File: src/hw/cachePkg.sv
package cachePkg;

  // geometry shared by both caches
  localparam int NumSets   = 16;
  localparam int LineWords = 4;
  localparam int NumWays   = 2;

  // byte address split into offset, index and tag
  localparam int OffsetBits = 4;
  localparam int IndexBits  = 4;
  localparam int TagBits    = 24;

  typedef logic [31:0] addrT;
  typedef logic [31:0] wordT;
  typedef logic [3:0] strbT;
  typedef logic [TagBits-1:0] tagT;
  typedef logic [IndexBits-1:0] indexT;
  typedef logic [LineWords*32-1:0] lineT;

endpackage

File: src/hw/busPkg.sv
package busPkg;

  // memory spans 4 KB and upper address bits wrap
  localparam int MemWords   = 1024;
  localparam int MemIdxBits = 10;

  // word i starts out as (i * 4) ^ InitXor
  localparam logic [31:0] InitXor = 32'hA5C3_0F96;

  // 0 selects the data cache, 1 the instruction cache
  typedef logic masterT;

endpackage

File: src/hw/busArbiter.sv
`timescale 1ns/1ps

module busArbiter (
  input  logic            clk,
  input  logic            rst_n,
  // data cache side
  input  logic            dArValid_i,
  output logic            dArReady_o,
  input  cachePkg::addrT  dArAddr_i,
  output logic            dRValid_o,
  input  logic            dRReady_i,
  output cachePkg::wordT  dRData_o,
  input  logic            dAwValid_i,
  output logic            dAwReady_o,
  input  cachePkg::addrT  dAwAddr_i,
  input  logic            dWValid_i,
  output logic            dWReady_o,
  input  cachePkg::wordT  dWData_i,
  input  cachePkg::strbT  dWStrb_i,
  output logic            dBValid_o,
  input  logic            dBReady_i,
  // instruction cache side
  input  logic            iArValid_i,
  output logic            iArReady_o,
  input  cachePkg::addrT  iArAddr_i,
  output logic            iRValid_o,
  input  logic            iRReady_i,
  output cachePkg::wordT  iRData_o,
  // merged port toward memory
  output logic            mArValid_o,
  input  logic            mArReady_i,
  output cachePkg::addrT  mArAddr_o,
  input  logic            mRValid_i,
  output logic            mRReady_o,
  input  cachePkg::wordT  mRData_i,
  output logic            mAwValid_o,
  input  logic            mAwReady_i,
  output cachePkg::addrT  mAwAddr_o,
  output logic            mWValid_o,
  input  logic            mWReady_i,
  output cachePkg::wordT  mWData_o,
  output cachePkg::strbT  mWStrb_o,
  input  logic            mBValid_i,
  output logic            mBReady_o
);

  busPkg::masterT owner, grant, prio;
  logic busy, dReq, iReq, addrFire, respFire, isInstr;

  assign dReq = dArValid_i || dAwValid_i || dWValid_i;
  assign iReq = iArValid_i;

  // while idle the grant follows requests and prio breaks ties
  always_comb begin
    if (busy) grant = owner;
    else if (dReq && iReq) grant = prio;
    else grant = iReq;
  end
  assign isInstr = grant;

  assign mArValid_o = isInstr ? iArValid_i : dArValid_i;
  assign mArAddr_o = isInstr ? iArAddr_i : dArAddr_i;
  assign mRReady_o = isInstr ? iRReady_i : dRReady_i;
  assign mAwValid_o = !isInstr && dAwValid_i;
  assign mAwAddr_o = dAwAddr_i;
  assign mWValid_o = !isInstr && dWValid_i;
  assign mWData_o = dWData_i;
  assign mWStrb_o = dWStrb_i;
  assign mBReady_o = !isInstr && dBReady_i;

  assign dArReady_o = !isInstr && mArReady_i;
  assign dRValid_o = !isInstr && mRValid_i;
  assign dRData_o = mRData_i;
  assign dAwReady_o = !isInstr && mAwReady_i;
  assign dWReady_o = !isInstr && mWReady_i;
  assign dBValid_o = !isInstr && mBValid_i;
  assign iArReady_o = isInstr && mArReady_i;
  assign iRValid_o = isInstr && mRValid_i;
  assign iRData_o = mRData_i;

  assign addrFire = (mArValid_o && mArReady_i) || (mAwValid_o && mAwReady_i);
  assign respFire = (mRValid_i && mRReady_o) || (mBValid_i && mBReady_o);

  always_ff @(posedge clk or negedge rst_n) begin
    if (!rst_n) begin
      busy <= 1'b0;
      owner <= 1'b0;
      prio <= 1'b0;
    end else if (respFire) begin
      busy <= 1'b0;
      // the other master wins the next tie
      prio <= ~owner;
    end else if (addrFire && !busy) begin
      busy <= 1'b1;
      owner <= grant;
    end
  end

endmodule

File: config.mk
export PLATFORM = sky130hd
export DESIGN_NAME = busArbiter
export DESIGN_NICKNAME = d
export VERILOG_FILES = /design/src/hw/cachePkg.sv /design/src/hw/busPkg.sv /design/src/hw/busArbiter.sv
export SDC_FILE = /design/constraint.sdc
export NUM_CORES = 1
export LEC_CHECK = 0
export ABC_AREA = 1
export BUFFER_PORTS_ARGS = -buffer_cell sky130_fd_sc_hd__buf_2
export CAP_MARGIN = 5
export CORE_AREA = 2 2 138 140
export CTS_CLUSTER_DIAMETER = 50
export DETAILED_ROUTE_END_ITERATION = 10
export DIE_AREA = 0 0 140 142
export PLACE_DENSITY = 0.36
export RECOVER_POWER = 50
export SYNTH_ARGS = -nofsm -noshare
export SYNTH_HDL_FRONTEND = slang
export SYNTH_SLANG_ARGS = --single-unit
File: constraint.sdc
create_clock -name clk -period 1.3 [get_ports clk]
set_input_delay 0.26 -clock clk [delete_from_list [all_inputs] [get_ports clk]]
set_output_delay 0.26 -clock clk [all_outputs]
set_load 0.03 [all_outputs]
Word-level counts from Yosys, hierarchy flattened
Cells that the tools add are included.
Cells by class
  mux-type cells: 7
  add/sub/neg operators: 0
  div/mod/pow operators: 0
  $lt $le $gt $ge: 0
  equal/unequal tests: 0
  shifts and indexed selects: 0
  reduce and logical (&&, ||, !) cells: 24
  bitwise gates (word level): 2
  multiply operators: 0
Operator list (count)
  $mux W32: 1
  $logic_and A1 B1 Y1: 16
  $mux W1: 6
  $logic_or A1 B1 Y1: 4
  $logic_not A1 Y1: 2
  $not A1 Y1: 2
  $reduce_and A2 Y1: 1
  $reduce_bool A2 Y1: 1
Storage, ports and cells
  input bits: 178
  word-level logic and storage cells: 36
  memories: 0
  bits in read-only memories: 0
  register bits: 3
  memory bits (writable): 0
  output and inout port bits: 176
  latch bits: 0

Longest topological paths before layout
  depth in word-level cells: 12
  gate-level depth with buffers: 11
  gate-level depth less buffers: 11

Least setup slack after synthesis
No wires, ideal clock.
  path type: register -> output
  start point: reg busy
  end point: out iArReady_o
  path buffers: 1
  cell stages (with the launch flop): 7
  data required time: 1040 ps
  arrival time: 1350 ps
  slack: -310 ps
  cell sequence: dfrtp_1 > nor2_1 > nand2_2 > nand2_4 > inv_2 > buf_4 > nor2_1
On the way
  word-level cells in the longest chain between the ends: 2
Ends and longest elaborated chain
  from (decl): line busArbiter.sv:48  | logic busy, dReq, iReq, addrFire, respFire, isInstr;
  from (signal assigned): line busArbiter.sv:86  | busy <= 1'b0;
  from (signal assigned): line busArbiter.sv:90  | busy <= 1'b0;
  from (signal assigned): line busArbiter.sv:94  | busy <= 1'b1;
  $mux W1: line busArbiter.sv:55  | if (busy) grant = owner;
  $logic_and A1 B1 Y1: line busArbiter.sv:77  | assign iArReady_o = isInstr && mArReady_i;
  to (decl): line busArbiter.sv:24  | output logic iArReady_o,
Every way passes these cells.

Worst setup path after layout
  start point: reg busy
  end point: out mArAddr_o[2]
On the way
  word-level cells in the longest chain between the ends: 2
Ends and longest elaborated chain
  $mux W1: line busArbiter.sv:55
  $mux W32: line busArbiter.sv:62  | assign mArAddr_o = isInstr ? iArAddr_i : dArAddr_i;
  to (decl): line busArbiter.sv:32  | output cachePkg::addrT mArAddr_o,
Every way passes these cells.

==> qor.yml <==
relSlewSlack_pct: 86.3
grt_pass1_vias: 1467
numPortBuffers: 121
crit_path_max_fanout: 7
ys_ff_latch: 3
nNetsFinal: 483
antenna_found_initial: 1
p_leak_nw: 1.32
rows: 50
layout_min_cycle_time_ns: 1.74
cp_top_family: "simple AND/OR/NAND/NOR gates"
skew_ns: 0.00160
finalPower_mw: 5.41
areaGrowthSynthToFinish_pct: 50.7
grt_max_degree: 20
slowest_delay_ns: 0.40
ir_drop_uv: 336
fmax_ghz: 0.575
crit_path_start_kind: "flop"
syn_nets: 469
synth_seq_area_share_pct: 4.36
synth.cell_area_um2: 1720
drt_iter0_drc: 56
netlist_instances: 291
vias: 1596
clk_pin_slew_worst_paths_ns: 0.03
setup_viol: 47
cts_buffers: 3
critical_path.cell_chain: "nor2_2 -> nand2_4 -> nand2_8 -> inv_8 -> clkbuf_16 -> nand2_2 -> nand2_4 -> buf_4"
avgRoutedWirePerCell_um: 12.1
run_status: "finished, violations left"
fillCellCount: 2107
fin_area_um2: 2590
pwr-share-seq_pct: 3.0
dp_cells: 524
synth_area_per_cell_um2: 5.91
grt_usage_pct: 5.31
finalNonFillerCells: 538
p_int_mw: 2.68
cp_num_buf_inv: 3
hold_violations: 0
worst_slack_ns: -0.440
clock_latency_ns: 0.23
clock_sinks: 3
seq_area_um2: 75.1
drv_slew: 0
firstDrtPassIters: 7
place_area_um2: 1950
antennaDiodeCount: 0
end_kind: "output port"
violations: "DRC, setup timing"
worst_hold_slack_ns: 0.364
io_pins: 354
dp_hpwl_mm: 5.14
switching_share_pct: 50.5
cpMaxStageDelayCell: "dfrtp_1"
die-area_um2: 19900
htree_levels: 1
period_share_pct: 134
core_area_um2: 18500
cts_tree: "built"
viasPerCell: 2.97
p_switching_mw: 2.73
tightest_slew_ns: 0.205
power_frac_clock_pct: 9.1
drive_above_1_share_pct: 76.0
die_w_um: 140
drc: 23
gp_congestion: 0.686
start_util_pct: 9.32
synth_cell_types: 18
worstPathRequired_ns: 1.04
drv_cap: 0
path_class: "reg -> out"
cts_root_buf: "clkbuf_16"
powerDensity_nw_per_um2: 2090
grt_pass1_wl_mm: 8.05
ant_nets: 0
wirelength_mm: 6.52
hp-class: "in -> reg"
crit_path_frequent_cell: "nand2_4"
globalRouteOverflowTotal: 0
comb_power_share_pct: 87.9
dieHeight_um: 142
rsz0062_at_grt: "yes"
multi_input_area_um2: 867
clockBufferDepth: 2
worstPathArrival_ns: 1.48
yosysWarnings: 0
==> logic make-up after synthesis <==
logic type      after synthesis  share of synthesized area, %
buf+inv                     155                          63.6
simple gates                129                          30.8
compound gates                4                          1.31
flops                         3                          4.36
==> layer usage <==
layer	track usage, %	wire length (um)
met1	4.74	2000
met2	10.0	3630
met3	1.04	542
met4	4.94	348
met5	0	0
==> synthesized netlist by cell type (all sizes together) <==
| master | instances | share of area [%] |
|---|---|---|
| inv | 16 | 3.5 |
| o21bai | 1 | 0.44 |
| nand2 | 108 | 24 |
| nand3b | 1 | 0.44 |
| and2 | 2 | 0.73 |
| o21ai | 1 | 0.29 |
| buf | 139 | 60 |
| dfrtp | 3 | 4.4 |
| a21oi | 2 | 0.58 |
| nand3 | 5 | 1.7 |
| nor2 | 12 | 3.1 |
| nand4 | 1 | 0.36 |
==> power by group through the flow <==
stage	Combinational, mW	Clock, mW	Sequential, mW
floorplan	2.98	0	0.157
finish	4.76	0.495	0.162
global placement	3.47	0	0.154
global route	5.06	0.506	0.167
detailed placement	3.46	0	0.154
CTS	4.20	0.502	0.156
==> worst paths after layout <==
path,startpoint,endpoint,slack (ns),cells past startpoint
max,busy,mArAddr_o[2],-0.44,8
min,mBValid_i,busy,0.36,4
max reg2reg,busy,owner,-0.33,11
min reg2reg,owner,prio,0.65,4
max in group asynchronous,rst_n,owner,0.75,2
min in group asynchronous,rst_n,prio,0.39,2
==> worst reg2reg max path, stage by stage (launching register included) <==
cell and delay [ns]:
dfrtp_1 0.40, nor2_2 0.13, nand2_4 0.08, nand2_8 0.12
clkbuf_16 0.18, buf_12 0.12, nor2_4 0.04, buf_6 0.11
nand2_4 0.05, nand2_4 0.07, o21bai_1 0.15, nand2_1 0.06
==> timing repair <==
| action | 4_1_cts | 5_1_grt |
|---|---|---|
| gates cloned | 0 | 4 |
| endpoints found under the hold margin | 3 | 0 |
| setup buffers | 2 | 4 |
| gates resized for setup | 98 | 40 |
| hold buffers | 1 | 0 |
| setup endpoints to repair | 47 | 47 |
| pin swaps | 2 | 5 |
==> metrics by stage <==
| stage | setup WS (ns) | setup TNS [ns] | utilization (%) |
|---|---|---|---|
| 2_1_floorplan | -0.0683 | -2.66 | - |
| 3_3_place_gp | -0.364 | -13.67 | 10.6 |
| 3_5_place_dp | -0.348 | -13.17 | 10.6 |
| 4_1_cts | -0.458 | -17.63 | 12.7 |
| 5_1_grt | -0.512 | -21.54 | 14.0 |
| 6_report | -0.440 | -17.88 | 14.0 |
==> sequential cells by signal, summed over array words and instances, names as in the netlist <==
register  flops
busy          1
owner         1
prio          1
==> final cells by class <==
class | count | area share, %
timing repair buffer | 148 | 46.7
clock buffer | 4 | 3.04
tap | 234 | 11.3
inverter | 16 | 2.61
sequential | 3 | 2.90
multi-input combinational | 133 | 33.4
==> cells in the final DEF (no fill, tap or decap) <==
cell	instances
nand2_4	17
and2_1	1
nand3_1	3
clkbuf_1	2
nand2_2	46
o21ai_1	1
buf_2	76
a21oi_2	1
nand3_2	2
buf_4	16
and2_4	1
nor2_2	3
a21oi_1	1
nor2_1	1
nand2_1	44
inv_1	13
clkbuf_16	6
o21bai_1	1
nand3b_1	1
buf_6	45
dfrtp_1	3
nor2_4	8
nand2_8	1
buf_8	1
nand4_1	1
buf_12	5
inv_2	2
dlygate4sd3_1	1
inv_8	1
Note: power is estimated with default switching activity, not from simulation.
