==> src/hw/cachePkg.sv <==
package cachePkg;

  // geometry shared by both caches
  localparam int NumSets   = 16;
  localparam int LineWords = 4;
  localparam int NumWays   = 2;

  // byte address split into offset, index and tag
  localparam int OffsetBits = 4;
  localparam int IndexBits  = 4;
  localparam int TagBits    = 24;

  typedef logic [31:0] addrT;
  typedef logic [31:0] wordT;
  typedef logic [3:0] strbT;
  typedef logic [TagBits-1:0] tagT;
  typedef logic [IndexBits-1:0] indexT;
  typedef logic [LineWords*32-1:0] lineT;

endpackage

==> src/hw/instrCache.sv <==
`timescale 1ns/1ps

module instrCache (
  input  logic            clk,
  input  logic            rst_n,
  input  logic            fetchValid_i,
  input  cachePkg::addrT  fetchAddr_i,
  output logic            fetchReady_o,
  output logic            instrValid_o,
  output cachePkg::wordT  instrData_o,
  output logic            iArValid_o,
  output logic            iRReady_o,
  output cachePkg::addrT  iArAddr_o,
  input  logic            iArReady_i,
  input  logic            iRValid_i,
  input  cachePkg::wordT  iRData_i
);

  typedef enum logic [1:0] {idle, compare, fill} stateT;

  stateT state, nextState;
  cachePkg::addrT fetchAddr;
  cachePkg::tagT tagArr [cachePkg::NumSets];
  cachePkg::lineT lineArr [cachePkg::NumSets];
  logic [cachePkg::NumSets-1:0] validArr;
  cachePkg::tagT tag;
  cachePkg::indexT idx;
  logic [1:0] wordSel, wordCnt;
  logic hit, arDone;

  assign tag = fetchAddr[cachePkg::OffsetBits+cachePkg::IndexBits +: cachePkg::TagBits];
  assign idx = fetchAddr[cachePkg::OffsetBits +: cachePkg::IndexBits];
  assign wordSel = fetchAddr[cachePkg::OffsetBits-1:2];
  assign hit = validArr[idx] && (tagArr[idx] == tag);

  // after a fill the same fetch is looked up again and hits
  assign fetchReady_o = (state == idle) || (state == compare && hit);
  assign instrValid_o = (state == compare) && hit;
  assign instrData_o = lineArr[idx][wordSel*32 +: 32];

  assign iArValid_o = (state == fill) && !arDone;
  assign iArAddr_o = {tag, idx, wordCnt, 2'b00};
  assign iRReady_o = 1'b1;

  always_comb begin
    nextState = state;
    case (state)
      idle: if (fetchValid_i) nextState = compare;
      compare: begin
        if (hit) nextState = fetchValid_i ? compare : idle;
        else nextState = fill;
      end
      fill: if (iRValid_i && wordCnt == 2'd3) nextState = compare;
      default: nextState = idle;
    endcase
  end

  always_ff @(posedge clk or negedge rst_n) begin
    if (!rst_n) begin
      state <= idle;
      wordCnt <= 2'd0;
      arDone <= 1'b0;
      validArr <= '0;
    end else begin
      state <= nextState;
      if (iArValid_o && iArReady_i) arDone <= 1'b1;
      if (state == fill && iRValid_i) begin
        arDone <= 1'b0;
        wordCnt <= wordCnt + 2'd1;
        if (wordCnt == 2'd3) validArr[idx] <= 1'b1;
      end
    end
  end

  always_ff @(posedge clk) begin
    if (fetchValid_i && fetchReady_o) fetchAddr <= fetchAddr_i;
    if (state == fill && iRValid_i) begin
      lineArr[idx][wordCnt*32 +: 32] <= iRData_i;
      if (wordCnt == 2'd3) tagArr[idx] <= tag;
    end
  end

endmodule

==> config.mk <==
export PLATFORM = sky130hd
export DESIGN_NAME = instrCache
export DESIGN_NICKNAME = d
export VERILOG_FILES = /design/src/hw/cachePkg.sv /design/src/hw/instrCache.sv
export SDC_FILE = /design/constraint.sdc
export NUM_CORES = 2
export LEC_CHECK = 0
export BUFFER_PORTS_ARGS = -buffer_cell sky130_fd_sc_hd__buf_2
export CAP_MARGIN = 20
export CORE_ASPECT_RATIO = 1.4
export CORE_UTILIZATION = 40
export DETAILED_ROUTE_END_ITERATION = 8
export PLACE_DENSITY_LB_ADDON = 0.25
export RECOVER_POWER = 25
export SLEW_MARGIN = 10
export SYNTH_ARGS = -nofsm -noshare
export SYNTH_HDL_FRONTEND = slang
export SYNTH_SLANG_ARGS = --single-unit
==> constraint.sdc <==
create_clock -name clk -period 3.8 [get_ports clk]
set_input_delay 0.57 -clock clk [delete_from_list [all_inputs] [get_ports clk]]
set_output_delay 0.57 -clock clk [all_outputs]
set_load 0.005 [all_outputs]
; ---- Yosys cells after proc, flatten, opt, wreduce, memory -nomap -nowiden
; Memory sizes are Yosys's and may differ from the RTL's. A register that Yosys moved wholly into a read port is not among the register bits.
; Index checks and enable logic that the tools add are counted.
[totals]
reg_bits = 53
latchBits = 0
ramBits = 2432
romBits = 0
inputBits = 69
output_inout_bits = 68
word_cells = 53
mem_count = 2
[op_classes]
addsub = 2
multipliers = 0
n_div = 0
n_lt_le_gt_ge = 2
eq_ne = 6
shift = 3
n_mux = 18
n_bitwise = 1
reduce_logical = 14
[mem_list]
columns = memory, depth, width, read_ports, rd_clocked_by_memory_dff, write_ports, line_no
row1 = lineArr, 16, 128, 1, 1, 1, instrCache.sv:24  ; cachePkg::lineT lineArr [cachePkg::NumSets];
row2 = tagArr, 16, 24, 1, 1, 1, instrCache.sv:23  ; cachePkg::tagT tagArr [cachePkg::NumSets];
[ops]
columns = op, count
row1 = two-way mux 128 bit, 1
row2 = variable shift 32 x 34 -> 128 bit (first input constant), 1
row3 = variable part select 128 x 8 -> 32 bit, 1
row4 = variable part select 32 x 34 -> 128 bit, 1
row5 = negation 7 -> 34 bit, 1
row6 = == test 24 bit, 1
row7 = OR 16 bit, 1
row8 = two-way mux 1 bit, 9
row9 = logical AND 1 bit, 8
row10 = two-way mux 4 bit, 2
row11 = two-way mux 2 bit, 3
row12 = one-hot mux 2 bit (3 select lines), 1
row13 = < comparator 4 x 5 -> 1 bit (second input constant), 1
row14 = binary-select mux 1 bit (select 4 bit), 1
row15 = demux 1 bit (select 4 bit), 1
row16 = == test 2 bit (second input constant), 2
row17 = >= comparator 4 x 1 -> 1 bit (second input constant), 1
row18 = AND reduction 2 bit, 2
row19 = adder 2 x 1 -> 2 bit (second input constant), 1
row20 = == test 2 x 1 -> 1 bit (second input constant), 1
row21 = logical NOT 2 bit, 1
row22 = inequality test 2 x 1 -> 1 bit (second input constant), 1
row23 = inequality test 2 bit (second input constant), 1
row24 = nonzero test 2 bit, 1
row25 = 2 further kinds, 2

; ---- Longest topological paths before layout
[logic_depth]
word_depth = 7
ltp_mapped = 13
mapped_depth_nobuf = 9

; ---- Worst setup path before layout
; No wires, ideal clock.
[synth_timing]
path_kind = register -> output
start = register (tool-made name)
end = output port instrData_o[0]
arrival_time_ps = 3130
setup_slack_ps = 100
stages_incl_launch_ff = 9
path_buffers = 5
cell_sequence = dfxtp_1 -> buf_6 -> buf_6 -> buf_4 -> buf_2 -> buf_1 -> mux4_2 -> mux4_2 -> mux4_2
[synth_lines]
columns = element, line_no
row1 = end: declaration, instrCache.sv:10  ; output cachePkg::wordT instrData_o,

==> impl_metrics.json <==
{
  "cp.arrival_ns": 4.05,
  "power.leakage_uw": 0.03739,
  "max_cap_viol_count": 4,
  "synthesis.area_um2": 96210,
  "avgSynthCellArea_um2": 23.73,
  "fin_ws_ns": -0.8185,
  "core_area_um2": 238700,
  "hold_class": "primary input to flop",
  "r2r_cells": 6,
  "status": "finished with violations",
  "hold_end": "arDone",
  "wl_mm": 275.1,
  "switching_share": 0.2733,
  "routedWlPerCell_um": 34.53,
  "die_width_um": 416.5,
  "p_clk_frac": 0.306,
  "slew_violations": 107,
  "tns_ns": -42.49,
  "drt_first_pass_iters": 5,
  "synth_area_leaders": "edfxtp_1, mux4_2, and2_1, mux2i_1, dfrtp_1",
  "cp-start-kind": "flop",
  "grt_antenna_before_repair": 25,
  "start_util": 0.4030,
  "cts_sinks": 2487,
  "fp-row-count": 212,
  "hold_path_depth": 3,
  "syn_inst": 4055,
  "synth-edff-count": 2462,
  "cp_max_fo": 8,
  "skew_ns": 0.09551,
  "grt_start_max_net_pins": 53,
  "port_buffers": 131,
  "tightestPinTransition_ns": 1.707,
  "criticalPathCategory": "flop to primary output",
  "layout_common_cells": "edfxtp_1, mux4_2, clkbuf_16",
  "clk_latency_ns": 0.89,
  "end_kind": "primary output",
  "p_int_uw": 54190,
  "drc_errors": 0,
  "r2r-end": "lineArr[7][123]",
  "violations": "capacitance limit, slew limit, setup timing",
  "grt_pass1_wl_mm": 377.1,
  "final_common_cell": "edfxtp_1",
  "die_h_um": 582.3,
  "crit_top_cell": "buf_4",
  "clk_pin_slew_ns": 0.06,
  "ir_worst_vdd_mv": 0.4700,
  "area_growth_pct": 18.89,
  "synth.distinct_cells": 60,
  "slew_headroom": -0.1382,
  "synth_seq_cells": 2487,
  "fmax_ghz": 0.2165,
  "hpwl_mm": 143.5,
  "pwr-share-comb": 0.252,
  "r2r-start": "state[0]",
  "reg2reg_setup_slack_ns": -0.38,
  "crit_path_max_incr_delay_ns": 0.59,
  "placed_area_um2": 103300,
  "ctsLongestPathBuffers": 4,
  "vias": 47122,
  "drtAntennaViolNets": 0,
  "gp_congestion": 0.7670,
  "final_net_count": 4743,
  "design_area_um2": 114400,
  "yosysTopAreaCell": "edfxtp_1",
  "track_usage": 0.2241,
  "drt_iter0_markers": 4720,
  "ys_warn_count": 0,
  "power_density_nw_per_um2": 651.9,
  "layout_min_cycle_time_ns": 4.618,
  "ios": 137,
  "viasPerCell": 5.916,
  "async_reset_ff_frac": 0.008444,
  "p_sw_uw": 20380,
  "drive_gt1_frac": 0.3638,
  "grt_pass1_vias": 47322,
  "rsz0062_at_grt": "true",
  "hp-start": "iArReady_i",
  "hold_viol_final": 0,
  "setup_viol": 199,
  "critical_path.cell_chain": "clkbuf_16 > buf_4 > mux4_2 > xnor2_2 > o32a_1 > nand4_1 > or3_4 > or4_4 > nor3b_2 > buf_4 > buf_6",
  "fin_crit_sh": 1.215,
  "htreeDepth": 4,
  "crit_required_ns": 3.23,
  "die_area_um2": 242500,
  "synth_top_area_share": 0.7684,
  "cpMaxStageDelayCell": "or4_4",
  "cts-root-buf": "clkbuf_16",
  "cts_tree": "done",
  "overflow": 0,
  "ys_seq_area_frac": 0.7747,
  "cts_inserted_buffers": 232,
  "pwr-share-seq": 0.441,
  "synth-main-ff-cell": "edfxtp_1"
}
[worst max-delay path: cells and delay by family (launching register included)]
kind / cells / cell delay (ns)
simple gates: 4 / 1.25
buf+inv: 4 / 0.54
mux: 1 / 0.51
flops: 1 / 0.48
compound gates: 1 / 0.25
xor+xnor: 1 / 0.13
[area by class of cell]
class / count / area [um^2]
timing repair buffer: 619 / 7358
clock inverter: 128 / 1220
sequential: 2487 / 74550
tap: 3103 / 3882
clock buffer: 287 / 6033
inverter: 9 / 48.80
multi-input combinational: 1319 / 21260
antenna: 13 / 32.53
fill: 19277 / 124300
[power by group through the flow]
stage | clock (uW) | combinational [uW] | sequential (uW)
2_1_floorplan | 0 | 9830 | 33300
3_3_place_gp | 0 | 15400 | 33400
3_5_place_dp | 0 | 15600 | 33500
4_1_cts | 23200 | 18300 | 32900
5_1_grt | 24100 | 19700 | 32900
6_report | 22800 | 18800 | 32900
[layer usage]
metal	part of all wire	GRT usage	vias to the layer above
met1	0.38	0.2927	26042
met5	0.00035	0.001994	-
met3	0.075	0.03593	451
met2	0.51	0.3850	2064
li1	-	-	18559
met4	0.035	0.06839	6
[per-stage QoR]
stage	power (uW)	util	cells	worst slack [ns]	hold WS, ns
floorplan	43170	-	4056	0.09958	0.2744
global placement	48820	0.4328	7329	-0.3966	0.4465
detailed placement	49080	0.4328	7329	-0.3836	0.4489
CTS	74340	0.4762	7893	-0.8711	0.03796
global route	76780	0.4791	7958	-0.9443	0.06788
finish	74560	0.4792	7965	-0.8185	0.06789
[state kept, by name, indices dropped and copies added, names as in the netlist, named ones only]
name and cells:
wordCnt 2, fetchAddr 30, state 2, validArr 16
tagArr 384, lineArr 2048, arDone 1
[what timing repair did]
item / 4_1_cts / 5_1_grt
hold buffers: 32 / 0
gates resized for setup: 205 / 101
gates cloned: 52 / 24
pin swaps: 11 / 14
setup endpoints to repair: 68 / 66
setup buffers: 66 / 48
endpoints found under the hold margin: 55 / 0
[synthesized netlist by cell type, types with 3 or more instances]
library cell / number
nor2_1: 98
or2_2: 16
o21ai_0: 14
ha_1: 6
a221oi_1: 9
edfxtp_1: 2462
buf_4: 40
o211ai_1: 4
clkbuf_1: 89
o22ai_1: 17
nand2_1: 46
buf_1: 49
or3_1: 4
mux2i_1: 64
inv_1: 8
a21oi_1: 6
nand2b_1: 6
xnor2_1: 19
nor3b_1: 8
o221ai_1: 5
mux2_1: 4
mux4_2: 732
a211oi_1: 3
buf_6: 9
xor2_1: 15
nor2b_1: 10
nand3_1: 13
dfxtp_1: 4
buf_2: 54
and2_1: 130
nor3_1: 3
dfrtp_1: 21
mux2_2: 39
nand4_1: 6
a31oi_1: 7
[kinds of logic (layout without fill, tap and decap cells)]
| logic type | after synthesis | count (layout) | synth area share |
|---|---|---|---|
| XOR/XNOR | 34 | 34 | 0.003095 |
| buffers and inverters | 250 | 1043 | 0.01272 |
| AND/OR/NAND/NOR | 356 | 356 | 0.01965 |
| adder cells (fa/ha/maj) | 6 | 6 | 0.0007802 |
| AO/OA/AOI/OAI | 81 | 81 | 0.005956 |
| flip-flops | 2487 | 2487 | 0.7747 |
| other | 2 | 16 | 0.00007805 |
| multiplexers | 839 | 839 | 0.1830 |
[how the worst max path moves through the flow]
stage               startpoint              end  slack (ns)
floorplan                 flop   instrData_o[0]         0.1
global placement          flop  instrData_o[16]       -0.40
detailed placement        flop   instrData_o[4]       -0.38
CTS                       flop     instrValid_o       -0.87
global route              flop     instrValid_o       -0.94
finish                    flop     instrValid_o       -0.82
Note: power is estimated with default switching activity, not from simulation.
